[src/qdr_pkg.sv]
// QDR II controller package with widths, queue sizing, read latency, slot and pin types
package qdr_pkg;

	//////////////////////////////////////////////////
	// Sizing

	// Memory word address width
	localparam int unsigned ADDR_W = 10;
	// Data width of an x18 part
	localparam int unsigned DATA_W = 18;
	// Number of QDR cycle slots the command queue can hold
	localparam int unsigned FIFO_DEPTH = 8;
	// Pointer width into the queue, depth is a power of two so pointers wrap naturally
	localparam int unsigned FIFO_PTR_W = $clog2(FIFO_DEPTH);
	// Memory cycles from a sampled read strobe to valid data on q
	localparam int unsigned RD_LATENCY = 2;

	typedef logic [FIFO_PTR_W-1:0] fifo_ptr_t;
	typedef logic [FIFO_PTR_W:0] fifo_cnt_t;

	// Occupancy at which the queue reports full
	localparam fifo_cnt_t FIFO_FULL_CNT = fifo_cnt_t'(FIFO_DEPTH);

	//////////////////////////////////////////////////
	// Slot and pin types

	// One QDR cycle with an independent write half and read half
	typedef struct packed {
		logic              write;
		logic [ADDR_W-1:0] waddr;
		logic [DATA_W-1:0] wdata;
		logic              read;
		logic [ADDR_W-1:0] raddr;
	} qdr_slot_t;

	// Command pins toward the memory, strobes are active low and idle high
	typedef struct packed {
		logic              w_n;
		logic              r_n;
		logic [ADDR_W-1:0] waddr;
		logic [ADDR_W-1:0] raddr;
		logic [DATA_W-1:0] d;
	} qdr_pins_t;

	// Calibration state of the controller
	typedef enum logic [1:0] {
		INIT,
		INIT_FAIL,
		INIT_COMPLETE
	} qdr_state_t;

endpackage

[src/qdr_cmd_fifo.sv]
// Show-ahead command queue holding QDR slots between the merger and the issue stage
module qdr_cmd_fifo (
	input  logic               clk,
	input  logic               reset_n,
	input  logic               push,
	input  logic               pop,
	input  qdr_pkg::qdr_slot_t push_slot,
	output qdr_pkg::qdr_slot_t head,
	output logic               empty,
	output logic               full
);

	// Slot storage, contents are only meaningful between the pointers
	qdr_pkg::qdr_slot_t mem [qdr_pkg::FIFO_DEPTH];

	qdr_pkg::fifo_ptr_t wr_ptr;
	qdr_pkg::fifo_ptr_t rd_ptr;
	qdr_pkg::fifo_cnt_t count;

	//////////////////////////////////////////////////
	// Status and head

	assign empty = (count == '0);
	assign full  = (count == qdr_pkg::FIFO_FULL_CNT);

	// The oldest slot is always visible without a read request
	// A slot written at one edge shows up here right after that edge
	assign head = mem[rd_ptr];

	//////////////////////////////////////////////////
	// Storage

	always_ff @(posedge clk)
	begin
		if (push)
			mem[wr_ptr] <= push_slot;
	end

	//////////////////////////////////////////////////
	// Pointers and occupancy

	always_ff @(posedge clk or negedge reset_n)
	begin
		if (!reset_n)
		begin
			wr_ptr <= '0;
			rd_ptr <= '0;
			count  <= '0;
		end
		else
		begin
			if (push)
				wr_ptr <= wr_ptr + qdr_pkg::fifo_ptr_t'(1);
			if (pop)
				rd_ptr <= rd_ptr + qdr_pkg::fifo_ptr_t'(1);
			// Simultaneous push and pop leave the count unchanged
			case ({push, pop})
				2'b10:   count <= count + qdr_pkg::fifo_cnt_t'(1);
				2'b01:   count <= count - qdr_pkg::fifo_cnt_t'(1);
				default: count <= count;
			endcase
		end
	end

	// Overflow would overwrite the oldest pending slot
	a_no_push_full: assert property (@(posedge clk) disable iff (!reset_n)
		push |-> !full);

	// Underflow would issue a stale slot to the memory
	a_no_pop_empty: assert property (@(posedge clk) disable iff (!reset_n)
		pop |-> !empty);

endmodule

[src/qdr_cmd_issue.sv]
// Issue stage that drives registered QDR command pins and returns read data in order
module qdr_cmd_issue (
	input  logic                       clk,
	input  logic                       reset_n,
	input  logic                       do_write,
	input  logic                       do_read,
	input  qdr_pkg::qdr_slot_t         head,
	output logic                       pop,
	output qdr_pkg::qdr_pins_t         mem_cmd,
	input  logic [qdr_pkg::DATA_W-1:0] mem_q,
	output logic                       avl_rdata_valid,
	output logic [qdr_pkg::DATA_W-1:0] avl_rdata
);

	// Pin registers, strobes are control state and the rest is payload
	logic                       cmd_w_n;
	logic                       cmd_r_n;
	logic [qdr_pkg::ADDR_W-1:0] cmd_waddr;
	logic [qdr_pkg::ADDR_W-1:0] cmd_raddr;
	logic [qdr_pkg::DATA_W-1:0] cmd_d;

	// One bit per read in flight, stage 0 is the cycle the memory samples the read
	logic [qdr_pkg::RD_LATENCY:0] rd_track;

	// Every slot the state machine releases is consumed at this edge
	assign pop = do_write | do_read;

	//////////////////////////////////////////////////
	// Command pins

	always_ff @(posedge clk or negedge reset_n)
	begin
		if (!reset_n)
		begin
			cmd_w_n <= 1'b1;
			cmd_r_n <= 1'b1;
		end
		else
		begin
			// Strobes fall back high on any cycle without a command
			cmd_w_n <= ~do_write;
			cmd_r_n <= ~do_read;
		end
	end

	// Address and data buses hold their last value while idle
	always_ff @(posedge clk)
	begin
		if (do_write)
		begin
			cmd_waddr <= head.waddr;
			cmd_d     <= head.wdata;
		end
		if (do_read)
			cmd_raddr <= head.raddr;
	end

	assign mem_cmd = '{
		w_n:   cmd_w_n,
		r_n:   cmd_r_n,
		waddr: cmd_waddr,
		raddr: cmd_raddr,
		d:     cmd_d
	};

	//////////////////////////////////////////////////
	// Read return path

	// The tracker shifts one stage per edge so back-to-back reads overlap
	// When the last stage is set mem_q carries that read's data
	always_ff @(posedge clk or negedge reset_n)
	begin
		if (!reset_n)
		begin
			rd_track        <= '0;
			avl_rdata_valid <= 1'b0;
		end
		else
		begin
			rd_track        <= {rd_track[qdr_pkg::RD_LATENCY-1:0], ~cmd_r_n};
			avl_rdata_valid <= rd_track[qdr_pkg::RD_LATENCY];
		end
	end

	always_ff @(posedge clk)
	begin
		if (rd_track[qdr_pkg::RD_LATENCY])
			avl_rdata <= mem_q;
	end

	// Each read strobe on the pins comes back as exactly one data pulse
	a_read_returns: assert property (@(posedge clk) disable iff (!reset_n)
		!mem_cmd.r_n |-> ##(qdr_pkg::RD_LATENCY + 2) avl_rdata_valid);

endmodule

[src/qdr_ctrl_top.sv]
// Top level of the QDR II command path from the Avalon port to the memory pins
module qdr_ctrl_top (
	input  logic                       clk,
	input  logic                       reset_n,
	// Avalon request side
	input  logic                       avl_write,
	input  logic [qdr_pkg::ADDR_W-1:0] avl_waddr,
	input  logic [qdr_pkg::DATA_W-1:0] avl_wdata,
	input  logic                       avl_read,
	input  logic [qdr_pkg::ADDR_W-1:0] avl_raddr,
	output logic                       avl_ready,
	output logic                       avl_rdata_valid,
	output logic [qdr_pkg::DATA_W-1:0] avl_rdata,
	// PHY calibration status levels
	input  logic                       init_complete,
	input  logic                       init_fail,
	// Memory side
	output qdr_pkg::qdr_pins_t         mem_cmd,
	input  logic [qdr_pkg::DATA_W-1:0] mem_q
);

	// Merger to queue
	qdr_pkg::qdr_slot_t push_slot;
	logic               push;
	logic               full;

	// Queue to state machine and issue stage
	qdr_pkg::qdr_slot_t head;
	logic               empty;
	logic               pop;
	logic               do_write;
	logic               do_read;

	qdr_req_merge i_merge (
		.clk       (clk),
		.reset_n   (reset_n),
		.avl_write (avl_write),
		.avl_read  (avl_read),
		.avl_waddr (avl_waddr),
		.avl_raddr (avl_raddr),
		.avl_wdata (avl_wdata),
		.full      (full),
		.avl_ready (avl_ready),
		.push      (push),
		.push_slot (push_slot)
	);

	qdr_cmd_fifo i_fifo (
		.clk       (clk),
		.reset_n   (reset_n),
		.push      (push),
		.pop       (pop),
		.push_slot (push_slot),
		.head      (head),
		.empty     (empty),
		.full      (full)
	);

	// The head flags are stale while the queue is empty
	qdr_fsm i_fsm (
		.clk           (clk),
		.reset_n       (reset_n),
		.init_complete (init_complete),
		.init_fail     (init_fail),
		.write_req     (head.write & ~empty),
		.read_req      (head.read & ~empty),
		.do_write      (do_write),
		.do_read       (do_read)
	);

	qdr_cmd_issue i_issue (
		.clk             (clk),
		.reset_n         (reset_n),
		.do_write        (do_write),
		.do_read         (do_read),
		.head            (head),
		.pop             (pop),
		.mem_cmd         (mem_cmd),
		.mem_q           (mem_q),
		.avl_rdata_valid (avl_rdata_valid),
		.avl_rdata       (avl_rdata)
	);

endmodule

[src/qdr_fsm.sv]
// Calibration state machine that lets queued slots reach the memory only after PHY init
module qdr_fsm (
	input  logic clk,
	input  logic reset_n,
	input  logic init_complete,
	input  logic init_fail,
	input  logic write_req,
	input  logic read_req,
	output logic do_write,
	output logic do_read
);

	qdr_pkg::qdr_state_t state;

	//////////////////////////////////////////////////
	// State register

	always_ff @(posedge clk or negedge reset_n)
	begin
		if (!reset_n)
			state <= qdr_pkg::INIT;
		else
		begin
			case (state)
				qdr_pkg::INIT:
				begin
					// Success wins when both status levels rise together
					if (init_complete)
						state <= qdr_pkg::INIT_COMPLETE;
					else if (init_fail)
						state <= qdr_pkg::INIT_FAIL;
				end
				// Both outcomes are final until the next reset
				qdr_pkg::INIT_FAIL:     state <= qdr_pkg::INIT_FAIL;
				qdr_pkg::INIT_COMPLETE: state <= qdr_pkg::INIT_COMPLETE;
				default:                state <= qdr_pkg::INIT;
			endcase
		end
	end

	//////////////////////////////////////////////////
	// Command gating

	// Requests pass in the same cycle once calibration has succeeded
	always_comb
	begin
		do_write = 1'b0;
		do_read  = 1'b0;
		if (state == qdr_pkg::INIT_COMPLETE)
		begin
			do_write = write_req;
			do_read  = read_req;
		end
	end

	// After a failed calibration nothing is ever issued again
	a_fail_silent: assert property (@(posedge clk) disable iff (!reset_n)
		state == qdr_pkg::INIT_FAIL |=> state == qdr_pkg::INIT_FAIL && !do_write && !do_read);

endmodule

[src/qdr_req_merge.sv]
// Request merger that packs Avalon reads and writes into QDR slots for the command queue
module qdr_req_merge (
	input  logic                       clk,
	input  logic                       reset_n,
	input  logic                       avl_write,
	input  logic                       avl_read,
	input  logic [qdr_pkg::ADDR_W-1:0] avl_waddr,
	input  logic [qdr_pkg::ADDR_W-1:0] avl_raddr,
	input  logic [qdr_pkg::DATA_W-1:0] avl_wdata,
	input  logic                       full,
	output logic                       avl_ready,
	output logic                       push,
	output qdr_pkg::qdr_slot_t         push_slot
);

	qdr_pkg::qdr_slot_t new_slot;
	qdr_pkg::qdr_slot_t hold_slot;
	logic               hold_valid;
	logic               accept;
	logic               fold;

	// The user request as a slot where both halves may be set at once
	assign new_slot = '{
		write: avl_write,
		waddr: avl_waddr,
		wdata: avl_wdata,
		read:  avl_read,
		raddr: avl_raddr
	};

	// Requests are taken only while the queue has room
	assign avl_ready = ~full;
	assign accept    = avl_ready & (avl_write | avl_read);

	// A lone write joins a held read-only slot so one QDR cycle carries both
	// The read half then sees the memory contents from before this write
	// which keeps the user's request order intact
	assign fold = accept & hold_valid & hold_slot.read & ~hold_slot.write &
		avl_write & ~avl_read;

	// The held slot leaves unless it is being completed by a fold
	// While the queue is full it simply waits in the hold register
	assign push      = hold_valid & ~fold & ~full;
	assign push_slot = hold_slot;

	//////////////////////////////////////////////////
	// Hold register

	always_ff @(posedge clk or negedge reset_n)
	begin
		if (!reset_n)
			hold_valid <= 1'b0;
		else if (accept)
			hold_valid <= 1'b1;
		else if (push)
			// An idle cycle flushes the held slot
			hold_valid <= 1'b0;
	end

	// A fold fills in only the write half of the held slot
	always_ff @(posedge clk)
	begin
		if (fold)
		begin
			hold_slot.write <= 1'b1;
			hold_slot.waddr <= avl_waddr;
			hold_slot.wdata <= avl_wdata;
		end
		else if (accept)
			hold_slot <= new_slot;
	end

	// The queue never sees a push while it reports full
	a_push_not_full: assert property (@(posedge clk) disable iff (!reset_n)
		push |-> !full);

	// A held slot always carries at least one request for the memory
	a_hold_not_empty: assert property (@(posedge clk) disable iff (!reset_n)
		hold_valid |-> hold_slot.write || hold_slot.read);

endmodule

[config.mk]
export PLATFORM = sky130hd
export DESIGN_NAME = qdr_ctrl_top
export DESIGN_NICKNAME = d
export VERILOG_FILES = /design/src/qdr_pkg.sv /design/src/qdr_cmd_fifo.sv /design/src/qdr_cmd_issue.sv /design/src/qdr_ctrl_top.sv /design/src/qdr_fsm.sv /design/src/qdr_req_merge.sv
export SDC_FILE = /design/constraint.sdc
export NUM_CORES = 1
export LEC_CHECK = 0
export ABC_AREA = 0
export ABC_CLOCK_PERIOD_IN_PS = 5400
export BUFFER_PORTS_ARGS = -buffer_cell sky130_fd_sc_hd__buf_2
export CAP_MARGIN = 5
export CORE_AREA = 8 8 249 251
export CTS_CLUSTER_DIAMETER = 120
export DETAILED_ROUTE_END_ITERATION = 16
export DIE_AREA = 0 0 257 259
export MAX_ROUTING_LAYER = met4
export PLACE_DENSITY_LB_ADDON = 0.15
export SYNTH_ARGS = -nofsm -noshare
export SYNTH_HDL_FRONTEND = slang
export SYNTH_SLANG_ARGS = --single-unit
[constraint.sdc]
create_clock -name clk -period 5.4 [get_ports clk]
set_clock_uncertainty 0.15 [all_clocks]
set_input_delay 0.27 -clock clk [delete_from_list [all_inputs] [get_ports clk]]
set_output_delay 0.27 -clock clk [all_outputs]
set_load 0.1 [all_outputs]
# Word-level counts from Yosys, hierarchy flattened
# Memories as Yosys holds them, arrays and structs flattened.
# Index checks and enable logic that the tools add are counted.
[classes] bitwise=20 addsub=4 n_mux=12 reduce_logical=6 eq_ne=6
[op_table] op="2-to-1 mux 39 bit" n=1
[op_table] op="2-to-1 mux 28 bit" n=1
[op_table] op="AND 1 bit" n=10
[op_table] op="inverter 1 bit" n=8
[op_table] op="case mux 4 bit (2 select lines)" n=1
[op_table] op="adder 3 x 1 -> 3 bit (second input constant)" n=2
[op_table] op="2-to-1 mux 1 bit" n=6
[op_table] op="case mux 2 bit (3 select lines)" n=1
[op_table] op="nonzero test 2 bit" n=3
[op_table] op="adder 4 x 1 -> 4 bit (second input constant)" n=1
[op_table] op="== test 2 x 1 -> 1 bit (second input constant)" n=2
[op_table] op="== test 2 bit (second input constant)" n=2
[op_table] op="== test 4 bit (second input constant)" n=1
[op_table] op="logical NOT 4 bit" n=1
[op_table] op="2-to-1 mux 2 bit" n=2
[op_table] op="subtractor 4 x 1 -> 4 bit (second input constant)" n=1
[op_table] op="!= test 3 bit (second input constant)" n=1
[op_table] op="logical NOT 2 bit" n=1
[op_table] op="OR 1 bit" n=2
[op_table] op="AND reduction 2 bit" n=1
[totals] ramBits=320 memories=1 input_bits=62 regBits=115 out_inout_bits=60 word_cells=67
[mem_list] name="i_fifo.mem" depth=8 width=40 rd=1 rd_clocked_by_memory_dff=0 wr=1 line_no="qdr_cmd_fifo.sv:14" rtl="qdr_pkg::qdr_slot_t mem [qdr_pkg::FIFO_DEPTH];"

# Depth between registers and ports, before layout
[logic_depth] depth_word=13 depth_mapped=13 depth_no_buf=11

# Hierarchy
# Synthesis repeated with hierarchy kept, for this count alone.
[unflattened] hier_cells=679 area_unflattened_um2=16428.3
[by_module_without_submodules] mod="qdr_cmd_fifo" cells_per_inst=517 seq_area_each_um2=9859.5 area_per_inst_um2=12877.4 instances=1
[by_module_without_submodules] mod="qdr_cmd_issue" cells_per_inst=68 seq_area_each_um2=1834.3 area_per_inst_um2=1866.8 instances=1
[by_module_without_submodules] mod="qdr_req_merge" cells_per_inst=83 seq_area_each_um2=1216.2 area_per_inst_um2=1575.3 instances=1
[by_module_without_submodules] mod="qdr_fsm" cells_per_inst=9 seq_area_each_um2=50.0 area_per_inst_um2=96.3 instances=1
[by_module_without_submodules] mod="qdr_ctrl_top" cells_per_inst=2 seq_area_each_um2=0.0 area_per_inst_um2=12.5 instances=1

# Least setup slack after synthesis
# Ideal clock, no wire load.
[synth_path] path_kind="register -> register" startpoint="register i_fifo.count[0]" endpoint="memory i_fifo.mem[0][0] in the netlist's numbering (enable)" slack_ns=0.447 arrival_time_ns=4.316 stages_incl_launch_ff=5 period_less_slack_ns=4.953 path_cell_list="dfrtp_1 > nor3_1 > nand2_1 > nand4_1 > nor3_1"
[synth_between] elab_chain_cells=13
[synth_lines] element="start: declaration" line_no="qdr_cmd_fifo.sv:18" rtl="qdr_pkg::fifo_cnt_t count;"
[synth_lines] element="start signal: assignment" line_no="qdr_cmd_fifo.sv:58" rtl="2'b10: count <= count + qdr_pkg::fifo_cnt_t'(1);"
[synth_lines] element="start signal: assignment" line_no="qdr_cmd_fifo.sv:59" rtl="2'b01: count <= count - qdr_pkg::fifo_cnt_t'(1);"
[synth_lines] element="start signal: assignment" line_no="qdr_cmd_fifo.sv:60" rtl="default: count <= count;"
[synth_lines] element="== test 4 bit *" line_no="qdr_cmd_fifo.sv:24" rtl="assign full = (count == qdr_pkg::FIFO_FULL_CNT);"
[synth_lines] element="inverter 1 bit *" line_no="qdr_req_merge.sv:32" rtl="assign avl_ready = ~full;"
[synth_lines] element="via avl_ready" line_no="qdr_ctrl_top.sv:11" rtl="output logic avl_ready,"
[synth_lines] element="AND 1 bit" line_no="qdr_req_merge.sv:33" rtl="assign accept = avl_ready & (avl_write | avl_read);"
[synth_lines] element="AND 1 bit (4 in series)" line_no="qdr_req_merge.sv:38" rtl="assign fold = accept & hold_valid & hold_slot.read & ~hold_slot.write &"
[synth_lines] element="AND 1 bit" line_no="qdr_req_merge.sv:39" rtl="avl_write & ~avl_read;"
[synth_lines] element="inverter 1 bit (no line)"
[synth_lines] element="AND 1 bit" line_no="qdr_req_merge.sv:43" rtl="assign push = hold_valid & ~fold & ~full;"
[synth_lines] element="AND 1 bit *" line_no="qdr_req_merge.sv:43"
[synth_lines] element="2-to-1 mux 1 bit *" line_no="qdr_cmd_fifo.sv:35" rtl="if (push)"
[synth_lines] element="2-to-1 mux 1 bit (not written as such) *" line_no="qdr_cmd_fifo.sv:36" rtl="mem[wr_ptr] <= push_slot;"
[synth_lines] element="end: declaration" line_no="qdr_cmd_fifo.sv:14"
# Mark *: on every way through the listed nets, which the timed path passes. The rest lies on a longest branch.

# Worst setup path after layout
[layout_path] startpoint="register i_fifo.rd_ptr[0]" endpoint="register i_fifo.count[3]"
[layout_between] elab_chain_cells=6 elab_cells_between_ends=10 classes_between="eq/ne (2); mux (3); bitwise (3); reduce/logical (1); memory (1)"
[layout_lines] element="start: declaration" line_no="qdr_cmd_fifo.sv:17" rtl="qdr_pkg::fifo_ptr_t rd_ptr;"
[layout_lines] element="start signal: assignment" line_no="qdr_cmd_fifo.sv:55" rtl="rd_ptr <= rd_ptr + qdr_pkg::fifo_ptr_t'(1);"
[layout_lines] element="memory (8 x 40 bit) *"
[layout_lines] element="AND 1 bit (on tied branches)" line_no="qdr_ctrl_top.sv:65, qdr_ctrl_top.sv:66"
[layout_lines] element="2-to-1 mux 1 bit" line_no="qdr_fsm.sv:49" rtl="if (state == qdr_pkg::INIT_COMPLETE)"
[layout_lines] element="OR 1 bit *" line_no="qdr_cmd_issue.sv:26" rtl="assign pop = do_write | do_read;"
[layout_lines] element="== test 2 x 1 -> 1 bit / == test 2 bit (equally long branches)" line_no="qdr_cmd_fifo.sv:57" rtl="case ({push, pop})"
[layout_lines] element="case mux 4 bit (2 select lines) / nonzero test 2 bit (equally long branches)"
# Mark *: on every way between the ends. The rest lies on a longest branch, timed or not.
# A chain may end at the register's enable or synchronous reset.

==> impl.org <==
** Clock network
- Number of buffers on the longest clock path :: 3
- The clock net in this run drives a total of 435 sinks.
- After clock tree synthesis, the setup repair step added 0 buffers.
- Root buffer cell :: sky130_fd_sc_hd__clkbuf_16
- Gates resized during post-CTS repair numbered 0.
- The number of hold buffers added after CTS was 61.
- Clock insertion delay at the later pin of the skew report :: 0.60 ns
- TritonCTS built the clock tree.
- Clock-pin slew was measured on the worst setup and hold paths at 0.06 ns.
- The clock tree synthesis step divided the H-tree into 2 levels.
- Total CTS buffers :: 51

** Flow run
- Max-cap violations in this run came to 0.

** STA
- Headroom to the max-slew limit came out at 27.98%.
- Timing would allow up to 275.4 MHz.
- Setup repair after global routing missed its margin :: false
- The worst path needs 3.630 ns of the cycle, external delays included.
- Setup Viol. Count Final :: 0
- Setup total negative slack :: 0 ns
- Final worst path period share :: 67.23%
- Number of hold violations in the final report :: 0
- For the pin with the worst max-slew slack, the measured transition is 1.078 ns.
- Final Max Slew Viols :: 0

** Yosys
- The most used flip-flop cell after synthesis is sky130_fd_sc_hd__edfxtp_1.
- Counting distinct cell types in the post-synthesis netlist gives 37.
- Number of standard cells after synthesis :: 688
- Summing the sequential cell areas from Yosys gives 80.99% of the chip area.
- Post-synthesis cell area :: 0.01600 mm^2
- The biggest area contributor in the post-synthesis netlist is sky130_fd_sc_hd__edfxtp_1.
- Yosys synthesis warning count :: 0
- In this run the biggest area consumer among cell types represents 77.88% of the synthesized area.
- After synthesis, the cell types taking the most area are sky130_fd_sc_hd__edfxtp_1 78%, sky130_fd_sc_hd__mux4_2 11%, sky130_fd_sc_hd__mux2_2 2.8%, sky130_fd_sc_hd__dfrtp_1 2.7%, sky130_fd_sc_hd__and2_1 1.1%.
- Number of storage elements in the synthesis netlist :: 435
- Counting flops with an async set or reset pin after synthesis yields a share of 4.368%.
- Yosys mapped a number of flops with a built-in enable equal to 415.
- Mapped Nets :: 756
- Average instance area after synthesis :: 23.26 um^2

** Routing
- Initial DRC Count :: 378
- The detail route stage leaves a number of antenna-violating nets equal to 0.
- The first TritonRoute pass finished after 4 iterations.
- DR vias :: 7258
- The routed design has 35110 um of wire.
- Per-cell routed wire length :: 20.39 um
- Vias per cell :: 4.215
- Remaining DRCs :: 0

** Critical path
- Worst reg-to-reg setup slack :: 1.77 ns
- Worst R2R Start :: i_fifo.rd_ptr[0]
- Cell occurring most often along the worst timing path :: sky130_fd_sc_hd__ha_1
- In this design, the stage delay of the slowest critical-path cell is 0.79 ns.
- Category of cells accounting for the largest share of critical-path delay :: flip-flops
- Along the worst path, the maximum fanout reaches 30.
- Data required time at the worst endpoint :: 5.72 ns
- The worst setup path is of the reg -> reg kind.
- STA classifies the critical path endpoint as a flop.
- Chain of cells forming the critical path :: buf_4 > mux2i_1 > a22oi_1 > nand4_1 > nand2_4 > ha_1 > ha_1 > a21o_1 > a21oi_1 > xnor2_1 > nor2_1 > xor2_1
- For the worst flop-to-flop path, the logic depth is 12.
- Capture instance of the worst register-to-register path :: i_fifo.count[3]
- For the worst setup path, the data arrival time is 3.95 ns.
- The most critical setup path has its startpoint at i_fifo.rd_ptr[0].
- In this run the number of cells on the critical path is 12.
- Kind of launch point of the worst setup path :: flop
- On the critical path, the stage with the largest delay is an instance of sky130_fd_sc_hd__dfrtp_4.
- The critical path ends at i_fifo.count[3].
- Buffer and inverter count on the worst path :: 1

** Global routing
- The number of global-route vias before repair is 8003.
- Pin count of the biggest net entering global routing :: 58
- The total overflow left after global routing is 0.
- First-pass GRT wire length :: 52410 um
- Global routing consumed, on the met3 layer, 2.400% of the routing resources.
- Total track usage :: 10.77%
- Global route hottest layer :: met2
- In the global route stage, met2 resource usage came out at 17.81%.
- The initial antenna violation count came to 1.
- For this run, global-route usage on met1 was measured as 13.15%.

** Placement
- During placement, the flow inserted port buffers numbering 121.
- Half-perimeter wire length after placement :: 19560 um
- GPL Wtd Cong :: 0.6830

** Hold path
- In this run the worst hold path is classified as in -> async.

** Floorplan
- The floorplan step defined a die boundary enclosing 0.06656 mm^2.
- From bottom edge to top edge, the die measures 259 um.
- Starting Density :: 27.48%
- Row generation in the floorplan step produced 89 rows.
- Area of the core :: 0.05824 mm^2
- Num ports :: 122
- From left edge to right edge, the die measures 257 um.

** Cells and area
- The number of antenna diodes in the final layout is 0.
- Top library cells by usage in the layout, fill and taps aside :: 415 x sky130_fd_sc_hd__edfxtp_1, 121 x sky130_fd_sc_hd__buf_2, 77 x sky130_fd_sc_hd__mux4_2, 61 x sky130_fd_sc_hd__dlygate4sd3_1, 51 x sky130_fd_sc_hd__clkbuf_16
- The filler cells instantiated in the layout total 5441.
- Utilization after layout :: 34.13%
- Net count of the finished layout :: 975
- Of the cells placed in the final design, the portion with a size suffix greater than 1 is 36.46%.
- Most common cell after layout, fill and taps aside :: sky130_fd_sc_hd__edfxtp_1
- Signed area change from the synthesized netlist to the final layout :: 24.22%

** Run status
- Outcome :: finished, final reports clean

** Power
- Maximum ir drop on the vdd rail :: 0.0003671 V
- For this design the static power due to leakage is 6.720 nW.
- Power density relative to cell area :: 667.4 mW/mm^2
[where the power goes]
part / internal [mW] / switching, mW / leakage, nW / total (mW)
sequential: 5.03 / 0.574 / 4.10 / 5.61
clock: 2.03 / 1.39 / 0.819 / 3.41
combinational: 1.29 / 2.95 / 1.80 / 4.24
total: 8.35 / 4.91 / 6.72 / 13.3
[state kept, by name, indices dropped and copies added (netlist names)]
name / flops
i_fifo.rd_ptr: 3
i_issue.cmd_raddr: 10
i_issue.rd_track: 3
i_issue.cmd_waddr: 10
i_fifo.mem: 320
i_fsm.state: 2
i_issue.avl_rdata_valid: 1
i_fifo.wr_ptr: 3
i_merge.hold_valid: 1
i_issue.cmd_w_n: 1
i_issue.cmd_d: 18
i_issue.cmd_r_n: 1
i_fifo.count: 4
i_issue.avl_rdata: 18
i_merge.push_slot: 40
[through the flow]
step                      total power, mW  setup slack, ns  instances  area [um^2]  hold slack (ns)
after global routing                13.91            1.508       1722        19880          0.04239
final                               13.27            1.770       1722        19880          0.01553
after floorplan                     8.825           0.4473        688        16000          -0.1756
after global placement              10.02            1.666       1566        17600           0.1201
after detailed placement            10.03            1.679       1566        17600           0.1213
after CTS                           13.56            1.674       1722        19880        0.0004664
[final cells by class]
class	instances	area [um^2]	area share [%]
Multi-Input combinational cell	215	2927	14.72
Sequential cell	435	12970	65.25
Timing Repair Buffer	195	1314	6.610
Clock inverter	31	311.5	1.567
Tap cell	773	967.2	4.866
Clock buffer	64	1355	6.817
Inverter	9	33.78	0.1700
[synthesized netlist by cell type (4+ instances only)]
cell type                  number
sky130_fd_sc_hd__edfxtp_1     415
sky130_fd_sc_hd__mux4_2        77
sky130_fd_sc_hd__mux2_2        40
sky130_fd_sc_hd__and2_1        28
sky130_fd_sc_hd__clkbuf_1      21
sky130_fd_sc_hd__dfrtp_1       17
sky130_fd_sc_hd__nor2_1        12
sky130_fd_sc_hd__inv_1          9
sky130_fd_sc_hd__mux2i_1        9
sky130_fd_sc_hd__nand2_1        6
sky130_fd_sc_hd__a21oi_1        5
sky130_fd_sc_hd__ha_1           5
sky130_fd_sc_hd__xor2_1         5
sky130_fd_sc_hd__buf_2          4
[metal layers]
| layer | up-vias | routed length [um] |
|---|---|---|
| met5 | - | 0 |
| met4 | 0 | 867 |
| met3 | 61 | 1220 |
| met2 | 120 | 17520 |
| met1 | 3812 | 15500 |
| li1 | 3265 | - |
[cells by family (layout without fill, tap and decap cells)]
family          Yosys count  in the layout  synth area share (%)
compound gates           10             10                0.3831
xor+xnor                  7              7                0.3831
fa+ha+maj                 6              6                0.5161
buf+inv                  38            299                 1.095
flops                   435            435                 80.99
mux                     127            127                 14.29
simple gates             65             65                 2.346
[worst register-to-register path, stage by stage (launching register included)]
cell and delay, ns:
sky130_fd_sc_hd__dfrtp_4 0.79, sky130_fd_sc_hd__buf_4 0.63, sky130_fd_sc_hd__mux2i_1 0.17, sky130_fd_sc_hd__a22oi_1 0.25, sky130_fd_sc_hd__nand4_1 0.23, sky130_fd_sc_hd__nand2_4 0.15
sky130_fd_sc_hd__ha_1 0.22, sky130_fd_sc_hd__ha_1 0.25, sky130_fd_sc_hd__a21o_1 0.17, sky130_fd_sc_hd__a21oi_1 0.16, sky130_fd_sc_hd__xnor2_1 0.13, sky130_fd_sc_hd__nor2_1 0.06
sky130_fd_sc_hd__xor2_1 0.14
[worst min path at each step]
stage | start | endpoint | slack (ns) | cells past startpoint
finish | reset_n | i_issue.rd_track[0] | 0.02 | 2
global route | reset_n | i_issue.rd_track[0] | 0.04 | 2
CTS | reset_n | i_issue.rd_track[0] | 0.0005 | 2
detailed placement | reset_n | i_fsm.state[0] | 0.12 | 1
global placement | reset_n | i_fsm.state[1] | 0.12 | 1
floorplan | reset_n | i_fifo.count[0] | -0.18 | 0
Power figures use the tool's default switching activity.
